<file path="src/logic/sd_host_pkg.sv">
//////////////////////////////
// Types and constants shared by the SD host blocks
// Block size must be a nonzero multiple of 4 bytes
//////////////////////////////
`default_nettype none

package sd_host_pkg;

   // Meaningful widths
   typedef logic [11:0] reg_addr_t;
   typedef logic [31:0] reg_data_t;
   typedef logic [31:0] cmd_arg_t;
   typedef logic [5:0]  cmd_idx_t;
   typedef logic [6:0]  crc7_t;
   typedef logic [11:0] blk_size_t;
   typedef logic [15:0] blk_cnt_t;
   // First nibble received lands in bits 31:28
   typedef logic [31:0] dat_word_t;

   // Register map
   localparam reg_addr_t ADDR_BLK_SIZE  = 12'h004;
   localparam reg_addr_t ADDR_BLK_CNT   = 12'h006;
   localparam reg_addr_t ADDR_ARG_LO    = 12'h008;
   localparam reg_addr_t ADDR_ARG_HI    = 12'h00A;
   localparam reg_addr_t ADDR_XFER_MODE = 12'h00C;
   localparam reg_addr_t ADDR_CMD       = 12'h00E;

   // Line timing
   localparam int CMD_FRAME_BITS  = 48;
   localparam int RESP_TIMEOUT    = 64;
   localparam int DAT_CRC_NIBBLES = 16;

   typedef struct packed {
      blk_size_t blk_size;
      blk_cnt_t  blk_cnt;
      cmd_arg_t  arg;
      cmd_idx_t  cmd_idx;
      logic      data_present;
      logic      read_dir;
      logic      multi_blk;
      logic      blk_cnt_en;
   } xfer_cfg_t;

   typedef struct packed {
      cmd_arg_t arg;
      logic     crc_ok;
      logic     end_ok;
      logic     timeout;
   } resp_t;

   typedef struct packed {
      logic     resp_err;
      logic     timeout;
      blk_cnt_t blocks_done;
   } xfer_status_t;

   typedef enum logic [1:0] {CMD_IDLE, CMD_SEND, CMD_WAIT, CMD_RECV} cmd_state_e;
   typedef enum logic [2:0] {DAT_IDLE, DAT_START, DAT_DATA, DAT_CRC, DAT_END} dat_state_e;
   typedef enum logic [1:0] {CTRL_IDLE, CTRL_CMD, CTRL_DATA} ctrl_state_e;

endpackage

`default_nettype wire
</file>
<file path="src/logic/sd_host.sv">
//////////////////////////////
// SD host top, 4-bit read only
// Words must be taken on word_valid
//////////////////////////////
`timescale 1ns/1ps
`default_nettype none

module sd_host import sd_host_pkg::*; (
   input  logic         clk,
   input  logic         arst_n,
   input  logic         req,
   input  logic         reg_wr_en,
   input  reg_addr_t    reg_address,
   input  reg_data_t    reg_wr_data,
   input  logic         cmd_in,
   input  logic [3:0]   dat_in,
   output logic         cmd_out,
   output logic         cmd_oe,
   output logic         resp_valid,
   output resp_t        resp,
   output logic         word_valid,
   output dat_word_t    word,
   output logic         xfer_done,
   output xfer_status_t status
);

   xfer_cfg_t cfg;
   logic      cmd_start;
   logic      phy_start;
   logic      dat_arm;
   logic      dat_more;
   logic      blk_done;

   sd_host_regs u_regs (
      .clk         (clk),
      .arst_n      (arst_n),
      .req         (req),
      .reg_wr_en   (reg_wr_en),
      .reg_address (reg_address),
      .reg_wr_data (reg_wr_data),
      .cfg         (cfg),
      .cmd_start   (cmd_start)
   );

   sd_cmd_phy u_cmd_phy (
      .clk        (clk),
      .arst_n     (arst_n),
      .phy_start  (phy_start),
      .cmd_idx    (cfg.cmd_idx),
      .arg        (cfg.arg),
      .cmd_in     (cmd_in),
      .cmd_out    (cmd_out),
      .cmd_oe     (cmd_oe),
      .resp_valid (resp_valid),
      .resp       (resp)
   );

   sd_dat_rx u_dat_rx (
      .clk        (clk),
      .arst_n     (arst_n),
      .dat_arm    (dat_arm),
      .dat_more   (dat_more),
      .blk_size   (cfg.blk_size),
      .dat_in     (dat_in),
      .word_valid (word_valid),
      .word       (word),
      .blk_done   (blk_done)
   );

   // Joins response and block results
   sd_xfer_ctrl u_xfer_ctrl (
      .clk        (clk),
      .arst_n     (arst_n),
      .cmd_start  (cmd_start),
      .cfg        (cfg),
      .resp_valid (resp_valid),
      .resp       (resp),
      .blk_done   (blk_done),
      .phy_start  (phy_start),
      .dat_arm    (dat_arm),
      .dat_more   (dat_more),
      .xfer_done  (xfer_done),
      .status     (status)
   );

endmodule

`default_nettype wire

</file>
<file path="src/logic/sd_xfer_ctrl.sv">
//////////////////////////////
// Command and data phase sequencer
// No stop command, multi-block always ends after blk_cnt
//////////////////////////////
`timescale 1ns/1ps
`default_nettype none

module sd_xfer_ctrl import sd_host_pkg::*; (
   input  logic         clk,
   input  logic         arst_n,
   input  logic         cmd_start,
   input  xfer_cfg_t    cfg,
   input  logic         resp_valid,
   input  resp_t        resp,
   input  logic         blk_done,
   output logic         phy_start,
   output logic         dat_arm,
   output logic         dat_more,
   output logic         xfer_done,
   output xfer_status_t status
);

   ctrl_state_e state;
   blk_cnt_t    target;
   blk_cnt_t    next_cnt;
   logic        last_blk;
   logic        resp_good;

   // Single block, or blk_cnt blocks with or without blk_cnt_en
   assign target    = (cfg.multi_blk && cfg.blk_cnt != '0) ? cfg.blk_cnt : blk_cnt_t'(1);
   assign next_cnt  = status.blocks_done + 1'b1;
   assign last_blk  = (next_cnt >= target);
   assign resp_good = resp.crc_ok && resp.end_ok && !resp.timeout;
   // Receiver rearms on this level at block end
   assign dat_more  = (state == CTRL_DATA) && !last_blk;

   always_ff @(posedge clk or negedge arst_n) begin
      if (!arst_n) begin
         state     <= CTRL_IDLE;
         phy_start <= 1'b0;
         dat_arm   <= 1'b0;
         xfer_done <= 1'b0;
         status    <= '0;
      end else begin
         phy_start <= 1'b0;
         dat_arm   <= 1'b0;
         xfer_done <= 1'b0;
         case (state)
            CTRL_IDLE: begin
               // Starts while busy are dropped
               if (cmd_start) begin
                  phy_start <= 1'b1;
                  status    <= '0;
                  state     <= CTRL_CMD;
               end
            end
            CTRL_CMD: begin
               if (resp_valid) begin
                  status.timeout  <= resp.timeout;
                  status.resp_err <= !resp.timeout && !(resp.crc_ok && resp.end_ok);
                  if (resp_good && cfg.data_present && cfg.read_dir) begin
                     dat_arm <= 1'b1;
                     state   <= CTRL_DATA;
                  end else begin
                     xfer_done <= 1'b1;
                     state     <= CTRL_IDLE;
                  end
               end
            end
            CTRL_DATA: begin
               if (blk_done) begin
                  status.blocks_done <= next_cnt;
                  if (last_blk) begin
                     xfer_done <= 1'b1;
                     state     <= CTRL_IDLE;
                  end
               end
            end
            default: state <= CTRL_IDLE;
         endcase
      end
   end

endmodule

`default_nettype wire

</file>
<file path="src/logic/sd_dat_rx.sv">
//////////////////////////////
// 4-bit DAT block receiver
// CRC16 nibbles skipped, not checked
// No back-pressure on word output
//////////////////////////////
`timescale 1ns/1ps
`default_nettype none

module sd_dat_rx import sd_host_pkg::*; (
   input  logic       clk,
   input  logic       arst_n,
   input  logic       dat_arm,
   input  logic       dat_more,
   input  blk_size_t  blk_size,
   input  logic [3:0] dat_in,
   output logic       word_valid,
   output dat_word_t  word,
   output logic       blk_done
);

   dat_state_e  state;
   // Nibble index inside the block
   logic [12:0] nib_cnt;
   logic [12:0] nib_last;
   logic [3:0]  crc_cnt;
   // First seven nibbles of the word in flight
   logic [27:0] word_sr;

   // Two nibbles per byte
   assign nib_last = {blk_size, 1'b0} - 13'd1;

   always_ff @(posedge clk or negedge arst_n) begin
      if (!arst_n) begin
         state      <= DAT_IDLE;
         nib_cnt    <= '0;
         crc_cnt    <= '0;
         word_valid <= 1'b0;
         blk_done   <= 1'b0;
      end else begin
         word_valid <= 1'b0;
         blk_done   <= 1'b0;
         case (state)
            DAT_IDLE: begin
               if (dat_arm) begin
                  state <= DAT_START;
               end
            end
            DAT_START: begin
               // Bus idles at 0xF, 0x0 opens a block
               if (dat_in == 4'h0) begin
                  nib_cnt <= '0;
                  state   <= DAT_DATA;
               end
            end
            DAT_DATA: begin
               nib_cnt    <= nib_cnt + 13'd1;
               word_valid <= (nib_cnt[2:0] == 3'd7);
               if (nib_cnt == nib_last) begin
                  crc_cnt <= '0;
                  state   <= DAT_CRC;
               end
            end
            DAT_CRC: begin
               crc_cnt <= crc_cnt + 4'd1;
               if (crc_cnt == 4'(DAT_CRC_NIBBLES - 1)) begin
                  state <= DAT_END;
               end
            end
            DAT_END: begin
               // End nibble consumed
               blk_done <= 1'b1;
               state    <= dat_more ? DAT_START : DAT_IDLE;
            end
            default: state <= DAT_IDLE;
         endcase
      end
   end

   // Word assembly, MSB nibble first
   always_ff @(posedge clk) begin
      if (state == DAT_DATA) begin
         word_sr <= {word_sr[23:0], dat_in};
         if (nib_cnt[2:0] == 3'd7) begin
            word <= {word_sr, dat_in};
         end
      end
   end

   a_blk_size_ok: assert property (@(posedge clk) disable iff (!arst_n)
      dat_arm |-> (blk_size != '0) && (blk_size[1:0] == 2'b00));

endmodule

`default_nettype wire

</file>
<file path="src/logic/sd_cmd_phy.sv">
//////////////////////////////
// CMD line driver and short response receiver
// Card line runs on clk, no clock divider
// Long responses and busy not handled
//////////////////////////////
`timescale 1ns/1ps
`default_nettype none

module sd_cmd_phy import sd_host_pkg::*; (
   input  logic     clk,
   input  logic     arst_n,
   input  logic     phy_start,
   input  cmd_idx_t cmd_idx,
   input  cmd_arg_t arg,
   input  logic     cmd_in,
   output logic     cmd_out,
   output logic     cmd_oe,
   output logic     resp_valid,
   output resp_t    resp
);

   cmd_state_e  state;
   // Transmission bit, index and argument still to go out
   logic [38:0] tx_sr;
   // Last 39 response bits, argument and CRC at the bottom
   logic [38:0] rx_sr;
   // Bits already on the line or already sampled
   logic [5:0]  bit_cnt;
   logic [6:0]  to_cnt;
   crc7_t       crc;

   // One serial step of x^7 + x^3 + 1
   function automatic crc7_t crc7_step(input crc7_t c, input logic b);
      logic fb;
      fb = b ^ c[6];
      return {c[5:0], 1'b0} ^ (fb ? 7'h09 : 7'h00);
   endfunction

   always_ff @(posedge clk or negedge arst_n) begin
      if (!arst_n) begin
         state      <= CMD_IDLE;
         tx_sr      <= '0;
         rx_sr      <= '0;
         bit_cnt    <= '0;
         to_cnt     <= '0;
         crc        <= '0;
         cmd_out    <= 1'b1;
         cmd_oe     <= 1'b0;
         resp_valid <= 1'b0;
         resp       <= '0;
      end else begin
         resp_valid <= 1'b0;
         case (state)
            CMD_IDLE: begin
               if (phy_start) begin
                  // Start bit goes out right away
                  cmd_out <= 1'b0;
                  cmd_oe  <= 1'b1;
                  crc     <= crc7_step('0, 1'b0);
                  tx_sr   <= {1'b1, cmd_idx, arg};
                  bit_cnt <= 6'd1;
                  state   <= CMD_SEND;
               end
            end
            //////////////////////////////
            // Frame out
            //////////////////////////////
            CMD_SEND: begin
               bit_cnt <= bit_cnt + 6'd1;
               if (bit_cnt < 6'(CMD_FRAME_BITS - 8)) begin
                  cmd_out <= tx_sr[38];
                  crc     <= crc7_step(crc, tx_sr[38]);
                  tx_sr   <= {tx_sr[37:0], 1'b0};
               end else if (bit_cnt < 6'(CMD_FRAME_BITS - 1)) begin
                  // CRC shifted out MSB first
                  cmd_out <= crc[6];
                  crc     <= {crc[5:0], 1'b0};
               end else if (bit_cnt == 6'(CMD_FRAME_BITS - 1)) begin
                  cmd_out <= 1'b1;
               end else begin
                  // End bit done, release line
                  cmd_oe  <= 1'b0;
                  cmd_out <= 1'b1;
                  to_cnt  <= '0;
                  state   <= CMD_WAIT;
               end
            end
            //////////////////////////////
            // Response in
            //////////////////////////////
            CMD_WAIT: begin
               if (!cmd_in) begin
                  crc     <= crc7_step('0, 1'b0);
                  bit_cnt <= 6'd1;
                  state   <= CMD_RECV;
               end else if (to_cnt == 7'(RESP_TIMEOUT - 1)) begin
                  resp_valid   <= 1'b1;
                  resp.arg     <= '0;
                  resp.crc_ok  <= 1'b0;
                  resp.end_ok  <= 1'b0;
                  resp.timeout <= 1'b1;
                  state        <= CMD_IDLE;
               end else begin
                  to_cnt <= to_cnt + 7'd1;
               end
            end
            CMD_RECV: begin
               bit_cnt <= bit_cnt + 6'd1;
               rx_sr   <= {rx_sr[37:0], cmd_in};
               // CRC covers start bit through argument
               if (bit_cnt < 6'(CMD_FRAME_BITS - 8)) begin
                  crc <= crc7_step(crc, cmd_in);
               end
               if (bit_cnt == 6'(CMD_FRAME_BITS - 1)) begin
                  resp_valid   <= 1'b1;
                  resp.arg     <= rx_sr[38:7];
                  resp.crc_ok  <= (rx_sr[6:0] == crc);
                  resp.end_ok  <= cmd_in;
                  resp.timeout <= 1'b0;
                  state        <= CMD_IDLE;
               end
            end
            default: state <= CMD_IDLE;
         endcase
      end
   end

   // Controller must wait for resp_valid before the next command
   a_start_idle: assert property (@(posedge clk) disable iff (!arst_n)
      phy_start |-> state == CMD_IDLE);

endmodule

`default_nettype wire

</file>
<file path="src/logic/sd_host_regs.sv">
//////////////////////////////
// Write-only register file, no readback
// Only the low half-word of each write is taken
// Command write snapshots all fields into cfg
//////////////////////////////
`timescale 1ns/1ps
`default_nettype none

module sd_host_regs import sd_host_pkg::*; (
   input  logic      clk,
   input  logic      arst_n,
   input  logic      req,
   input  logic      reg_wr_en,
   input  reg_addr_t reg_address,
   input  reg_data_t reg_wr_data,
   output xfer_cfg_t cfg,
   output logic      cmd_start
);

   logic        wr;
   blk_size_t   blk_size_q;
   blk_cnt_t    blk_cnt_q;
   logic [15:0] arg_lo_q;
   logic [15:0] arg_hi_q;
   logic        read_dir_q;
   logic        multi_blk_q;
   logic        blk_cnt_en_q;

   assign wr = req && reg_wr_en;

   always_ff @(posedge clk or negedge arst_n) begin
      if (!arst_n) begin
         blk_size_q   <= '0;
         blk_cnt_q    <= '0;
         arg_lo_q     <= '0;
         arg_hi_q     <= '0;
         read_dir_q   <= 1'b0;
         multi_blk_q  <= 1'b0;
         blk_cnt_en_q <= 1'b0;
         cfg          <= '0;
         cmd_start    <= 1'b0;
      end else begin
         // Strobe lasts one cycle
         cmd_start <= 1'b0;
         if (wr) begin
            case (reg_address)
               ADDR_BLK_SIZE: blk_size_q <= reg_wr_data[11:0];
               ADDR_BLK_CNT:  blk_cnt_q  <= reg_wr_data[15:0];
               ADDR_ARG_LO:   arg_lo_q   <= reg_wr_data[15:0];
               ADDR_ARG_HI:   arg_hi_q   <= reg_wr_data[15:0];
               ADDR_XFER_MODE: begin
                  // Bit 5 multi, bit 4 read, bit 1 count enable
                  multi_blk_q  <= reg_wr_data[5];
                  read_dir_q   <= reg_wr_data[4];
                  blk_cnt_en_q <= reg_wr_data[1];
               end
               ADDR_CMD: begin
                  // Freeze the whole setup for this command
                  cfg.blk_size     <= blk_size_q;
                  cfg.blk_cnt      <= blk_cnt_q;
                  cfg.arg          <= {arg_hi_q, arg_lo_q};
                  cfg.cmd_idx      <= reg_wr_data[13:8];
                  cfg.data_present <= reg_wr_data[5];
                  cfg.read_dir     <= read_dir_q;
                  cfg.multi_blk    <= multi_blk_q;
                  cfg.blk_cnt_en   <= blk_cnt_en_q;
                  cmd_start        <= 1'b1;
               end
               default: ;
            endcase
         end
      end
   end

   // Back-to-back command writes are not supported by the host
   a_start_single: assert property (@(posedge clk) disable iff (!arst_n)
      cmd_start |=> !cmd_start);

endmodule

`default_nettype wire

</file>
<file path="config.mk">
export PLATFORM = sky130hd
export DESIGN_NAME = sd_host
export DESIGN_NICKNAME = d
export VERILOG_FILES = /design/src/logic/sd_host_pkg.sv /design/src/logic/sd_host.sv /design/src/logic/sd_xfer_ctrl.sv /design/src/logic/sd_dat_rx.sv /design/src/logic/sd_cmd_phy.sv /design/src/logic/sd_host_regs.sv
export SDC_FILE = /design/constraint.sdc
export NUM_CORES = 1
export LEC_CHECK = 0
export ABC_AREA = 1
export ABC_CLOCK_PERIOD_IN_PS = 4820
export BUFFER_PORTS_ARGS = -buffer_cell sky130_fd_sc_hd__buf_4
export CAP_MARGIN = 20
export CORE_UTILIZATION = 45
export CTS_CLUSTER_SIZE = 28
export DETAILED_ROUTE_END_ITERATION = 10
export GPL_TIMING_DRIVEN = 0
export PLACE_DENSITY = 0.69
export REMOVE_ABC_BUFFERS = 1
export SYNTH_ARGS = -nofsm -noshare
export SYNTH_HDL_FRONTEND = slang
export SYNTH_SLANG_ARGS = --single-unit
</file>
<file path="constraint.sdc">
create_clock -name clk -period 4.82 [get_ports clk]
set_clock_uncertainty 0.1 [all_clocks]
set_input_delay 1.446 -clock clk [delete_from_list [all_inputs] [get_ports clk]]
set_output_delay 1.446 -clock clk [all_outputs]
set_load 0.05 [all_outputs]
</file>
Word level (Yosys, flattened, before mapping):

Index checks and enable logic that the tools add are counted.
Widths: inputs -> output; s select.

* add/subtract/negate cells: 6
* $lt $le $gt $ge: 3
* equal/unequal tests: 42
* mux-type cells: 81
* bitwise logic cells: 4
* reductions and logical operators: 45

Operators with widths (number)
* $mux 35: 3
* $mux 39: 2
* $pmux 39 s2: 1
* $mux 7: 10
* $pmux 35 s2: 1
* $eq 12x4->1 const B: 4
* $mux 16: 2
* $pmux 16 s2: 1
* $pmux 7 s4: 1
* $mux 2: 13
* $pmux 13 s2: 1
* $eq 12x3->1 const B: 2
* $mux 1: 24
* $reduce_and 2->1: 11
* $ne 2x1->1 const B: 10
* $mux 18: 1
* $ne 2x2->1 const B: 9
* $pmux 6 s3: 1
* $add 16x1->16 const B: 1
* $ge 16x16->1: 1
* $reduce_and 4->1: 4
* $reduce_bool 16->1: 1
* $pmux 3 s5: 1
* $pmux 7 s2: 1
* 39 further kinds: 75

* register bits: 375
* word-level logic and storage cells: 222

Logic depth before layout (Yosys ltp):

* depth after elaboration: 8
* depth in mapped cells: 20
* depth with buffers taken out: 20

By module:

A second synthesis with hierarchy kept.

* cell total of the unflattened synthesis: 1881
* area total of the unflattened synthesis: 16633.5 sq um

Modules (own cells, without submodules)
* sd_cmd_phy: instances 1, cells each 729, area an instance 6037.0 sq um, seq. area each 3454.6 sq um
* sd_host_regs: instances 1, cells each 606, area an instance 5367.6 sq um, seq. area each 3353.2 sq um
* sd_dat_rx: instances 1, cells each 295, area an instance 3414.5 sq um, seq. area each 2352.3 sq um
* sd_xfer_ctrl: instances 1, cells each 251, area an instance 1814.2 sq um, seq. area each 575.6 sq um

Least setup slack after synthesis:

OpenSTA, ideal clock, no wires.

* path kind: flip-flop to flip-flop
* start point: register u_xfer_ctrl.status[0] (netlist name)
* end point: register u_xfer_ctrl.state[1]
* library setup time: 95 ps
* arrival time: 2976 ps
* setup slack: 1648 ps
* stages on the path, launching flop included: 20
* period minus slack after synthesis: 3172 ps
* path through: dfrtp_1 > ha_1 > nand2_1 > nor2_1 > nand3_1 > nor2_1 > nand2_1 > nor2_2 > nand4_1 > xor2_1 > inv_1 > ha_1 > nand2_1 > inv_1 > nand3_1 > nor2_1 > nand3_1 > nand4_1 > nand2_1 > o31ai_1

* cells in the longest elaborated chain, start to end: 4

RTL lines
* $add 16x1->16: line sd_xfer_ctrl.sv:31 `assign next_cnt = status.blocks_done + 1'b1;`
* $ge 16x16->1: line sd_xfer_ctrl.sv:32 `assign last_blk = (next_cnt >= target);`
* $ne 2x1->1 (no source line)
* $reduce_and 4->1 (no source line)
* end signal, assigned: line sd_xfer_ctrl.sv:39 `state <= CTRL_IDLE;`
* end signal, assigned: line sd_xfer_ctrl.sv:54 `state <= CTRL_CMD;`
* end signal, assigned: line sd_xfer_ctrl.sv:63 `state <= CTRL_DATA;`
* end, declared: line sd_xfer_ctrl.sv:23 `ctrl_state_e state;`

Every way passes these cells.
A chain may end at the register's enable or synchronous reset.

Worst setup path in the final report:

* start point: input reg_address[9]
* end point: register u_regs.cfg[42] (netlist name)

* cells in the longest elaborated chain, start to end: 2

RTL lines
* start, declared: line sd_host.sv:13 `input reg_addr_t reg_address,`
* $eq 12x4->1: line sd_host_regs.sv:46 `case (reg_address)`
* $reduce_and 2->1 (no source line)

Every way passes these cells.

==> flow_summary.yaml <==
pwr:
  pwr-share-seq: 0.430
  peakVddDrop_mv: 0.285
  p_leak_nw: 9.15
  p_int_mw: 5.99
  p_switching_mw: 2.49
  powerDensity_nw_per_um2: 443
  swShare: 0.294
  clock_power_share: 0.384
  pwr-share-comb: 0.186
setup_path:
  reg2reg_depth: 18
  cp.arrival_ns: 4.06
  worstPathCellList: "buf_4, nor4_1, and2_1, nand3_2, buf_12, inv_2, buf_12, nand2_1, o21ai_0"
  r2r_slack_ns: 1.49
  critPathMaxFanout: 40
  critPathSlowestCell: "nand3_2"
  slowest_delay_ns: 0.60
  crit_required_ns: 5.18
  timing.rr.start: "u_xfer_ctrl.status[0]$_DFFE_PN0P_"
  endpoint_kind: "flop"
  startpoint_type: "input port"
  r2r-end: "u_xfer_ctrl.xfer_done$_DFF_PN0_"
  critical_path_class: "in2reg"
  cpMostUsedCell: "buf_12"
synth:
  yosysTopAreaCell: "dfrtp_1"
  yosys_warnings: 0
  synth.avg_cell_area_um2: 9.44
  yosysSeqAreaShare: 0.597
  yosysMostFrequentCell: "nand2_1"
  ys.flop_type: "dfrtp_1"
  synth_seq_cells: 375
  synthArstFlopShare: 0.840
  yosysUniqueCellTypes: 59
  synth-edff-count: 60
  synth_top_area_frac: 0.485
  synthesis.area_um2: 16200
  synth_cells: 1717
  ys_top_cells_by_area: "dfrtp_1 48%, nand2_1 12%, edfxtp_1 11%"
  synth_common_cells: "540 x nand2_1, 314 x dfrtp_1, 165 x inv_1, 126 x o21ai_0, 99 x nor2_1"
clocking:
  post_cts_buffers: 0
  cts_root_buf: "clkbuf_16"
  cts_buffers: 41
  cts.repair.resized: 0
  cts_buffer_depth: 3
  clock_latency_ns: 0.54
  ctsHtreeMaxLevel: 2
  clock_sinks: 375
  cts_tree: "yes"
  clk_pin_slew_ns: 0.06
  postCtsHoldBufs: 0
final_layout:
  syn_to_final_growth_pct: 18.2
  final_layout_size_suffix_gt1_frac: 0.156
  nets: 1919
  diodes: 0
  fin_util: 0.540
sta:
  hold_viol: 0
  finalSetupViolations: 0
  min_period_ns: 3.70
  max_freq_mhz: 270
  drv_slew: 0
  fin_crit_sh: 0.767
  setup_slack_ns: 1.12
  tightestPinTransition_ns: 1.01
  rsz0062_at_grt: "no"
  slew_headroom: 0.326
hold_path:
  hp-start: "u_dat_rx.word_sr[24]$_DFFE_PP_"
  whs_path_depth: 0
  min_to: "u_dat_rx.word[28]$_DFFE_PP_"
  hp-class: "reg2reg"
detailed_routing:
  drt-vias-per-instance: 5.01
  detail_route.drc_violations: 0
  vias: 11700
  postRouteAntennaNets: 0
  routed_wl_um: 33100
  drt_iter0_drc: 729
  drtPass1Iterations: 5
  wire_per_inst_um: 14.2
global_routing:
  grt_pass1_vias: 11300
  grt_max_degree: 122
  groute.usage.overall: 0.186
  overflow: 0
  antenna_found_initial: 0
  grt_pass1_wl_um: 55300
placement:
  dp_slack_ns: 0.558
  port-buffer-count: 126
  gp_congestion: 0.814
  hpwl_um: 22000
die:
  num_rows: 69
  die_h_um: 192
  core_area_um2: 35500
  fp.dieArea_um2: 36800
  pin_count: 143
  start_util: 0.457
  die_w_um: 192
flow_run:
  timing.max_cap.violations: 0
status:
  status: "complete, no violations"
[worst max path at each step]
stage | depth (start not counted) | from | to
2_1_floorplan | 5 | reg_address[5] | u_regs.cfg[10]$_DFFE_PN0P_
3_3_place_gp | 1 | arst_n | u_xfer_ctrl.status[13]$_DFFE_PN0P_
3_5_place_dp | 9 | reg_address[5] | u_regs.cfg[42]$_DFFE_PN0P_
4_1_cts | 9 | reg_address[5] | u_regs.cfg[42]$_DFFE_PN0P_
5_1_grt | 9 | reg_address[9] | u_regs.cfg[42]$_DFFE_PN0P_
6_report | 9 | reg_address[9] | u_regs.cfg[42]$_DFFE_PN0P_
[final cells by class]
class	instances	area (um^2)
repair buffers	141	1280
flip-flops and latches	375	9690
well taps	461	577
fillers	3131	16300
inverters	181	679
clock inverters	17	208
multi-input cells	1100	5520
clock buffers	57	1220
[stage by stage]
| stage | cells | setup TNS [ns] | cell area [um^2] | power [mW] | hold slack (ns) |
|---|---|---|---|---|---|
| final | 2332 | 0 | 19200 | 8.48 | 0.321 |
| after global routing | 2332 | 0 | 19200 | 8.93 | 0.332 |
| after CTS | 2330 | 0 | 19100 | 8.57 | 0.323 |
| after detailed placement | 2256 | 0 | 17700 | 5.29 | 0.307 |
| after global placement | 2243 | -224.69 | 17400 | 5.15 | 0.302 |
| after floorplan | 1656 | 0 | 15900 | 4.76 | 0.300 |
[critical path, delay by kind of cell]
| kind | cells | cell delay (ns) |
|---|---|---|
| buffers and inverters | 4 | 1.31 |
| AOI/OAI and AO/OA | 1 | 0.08 |
| and+or+nand+nor | 4 | 1.20 |
[per-layer routing]
metal / vias to the layer above / global-route usage / share of wire
li1: 5810 / - / -
met5: - / 0 / 0
met4: 0 / 0.0531 / 0.019
met1: 5632 / 0.256 / 0.46
met3: 48 / 0.0289 / 0.037
met2: 185 / 0.303 / 0.48
[state kept, by name, summed over array words and instances (netlist names), 2 cells and up]
register / cells
u_cmd_phy.state: 2
u_xfer_ctrl.status: 18
u_regs.blk_size_q: 12
u_regs.arg_lo_q: 16
u_dat_rx.nib_cnt: 13
u_xfer_ctrl.state: 2
u_dat_rx.word: 32
u_regs.arg_hi_q: 16
u_dat_rx.crc_cnt: 4
u_cmd_phy.crc: 7
u_regs.cfg: 69
u_dat_rx.word_sr: 28
u_cmd_phy.tx_sr: 39
u_dat_rx.state: 3
u_cmd_phy.resp: 35
u_cmd_phy.rx_sr: 39
u_cmd_phy.bit_cnt: 6
u_regs.blk_cnt_q: 16
u_cmd_phy.to_cnt: 7
[cell families (layout without fill, tap and decap cells)]
family          after synthesis  after routing  synth area share
compound gates              302            302             0.116
buf+inv                     242            396            0.0639
xor+xnor                     22             22            0.0119
fa+ha+maj                    26             26            0.0201
mux                           1              1          0.000617
simple gates                749            749             0.190
flops                       375            375             0.597
[placed cells by master, fill, tap and decap left out, drive strengths merged, types with 57 or more instances in the layout]
| master | count |
|---|---|
| a21oi | 61 |
| buf | 141 |
| clkbuf | 57 |
| dfrtp | 314 |
| edfxtp | 60 |
| inv | 182 |
| nand2 | 544 |
| nand3 | 58 |
| nor2 | 108 |
| o21ai | 166 |
[power by group through the flow]
stage | combinational [mW] | sequential, mW | clock, mW
6_report | 1.58 | 3.64 | 3.26
2_1_floorplan | 1.07 | 3.69 | 0
3_5_place_dp | 1.59 | 3.70 | 0
3_3_place_gp | 1.45 | 3.69 | 0
4_1_cts | 1.60 | 3.64 | 3.33
5_1_grt | 1.79 | 3.68 | 3.46
No activity file was read; power rests on OpenSTA's default activity.
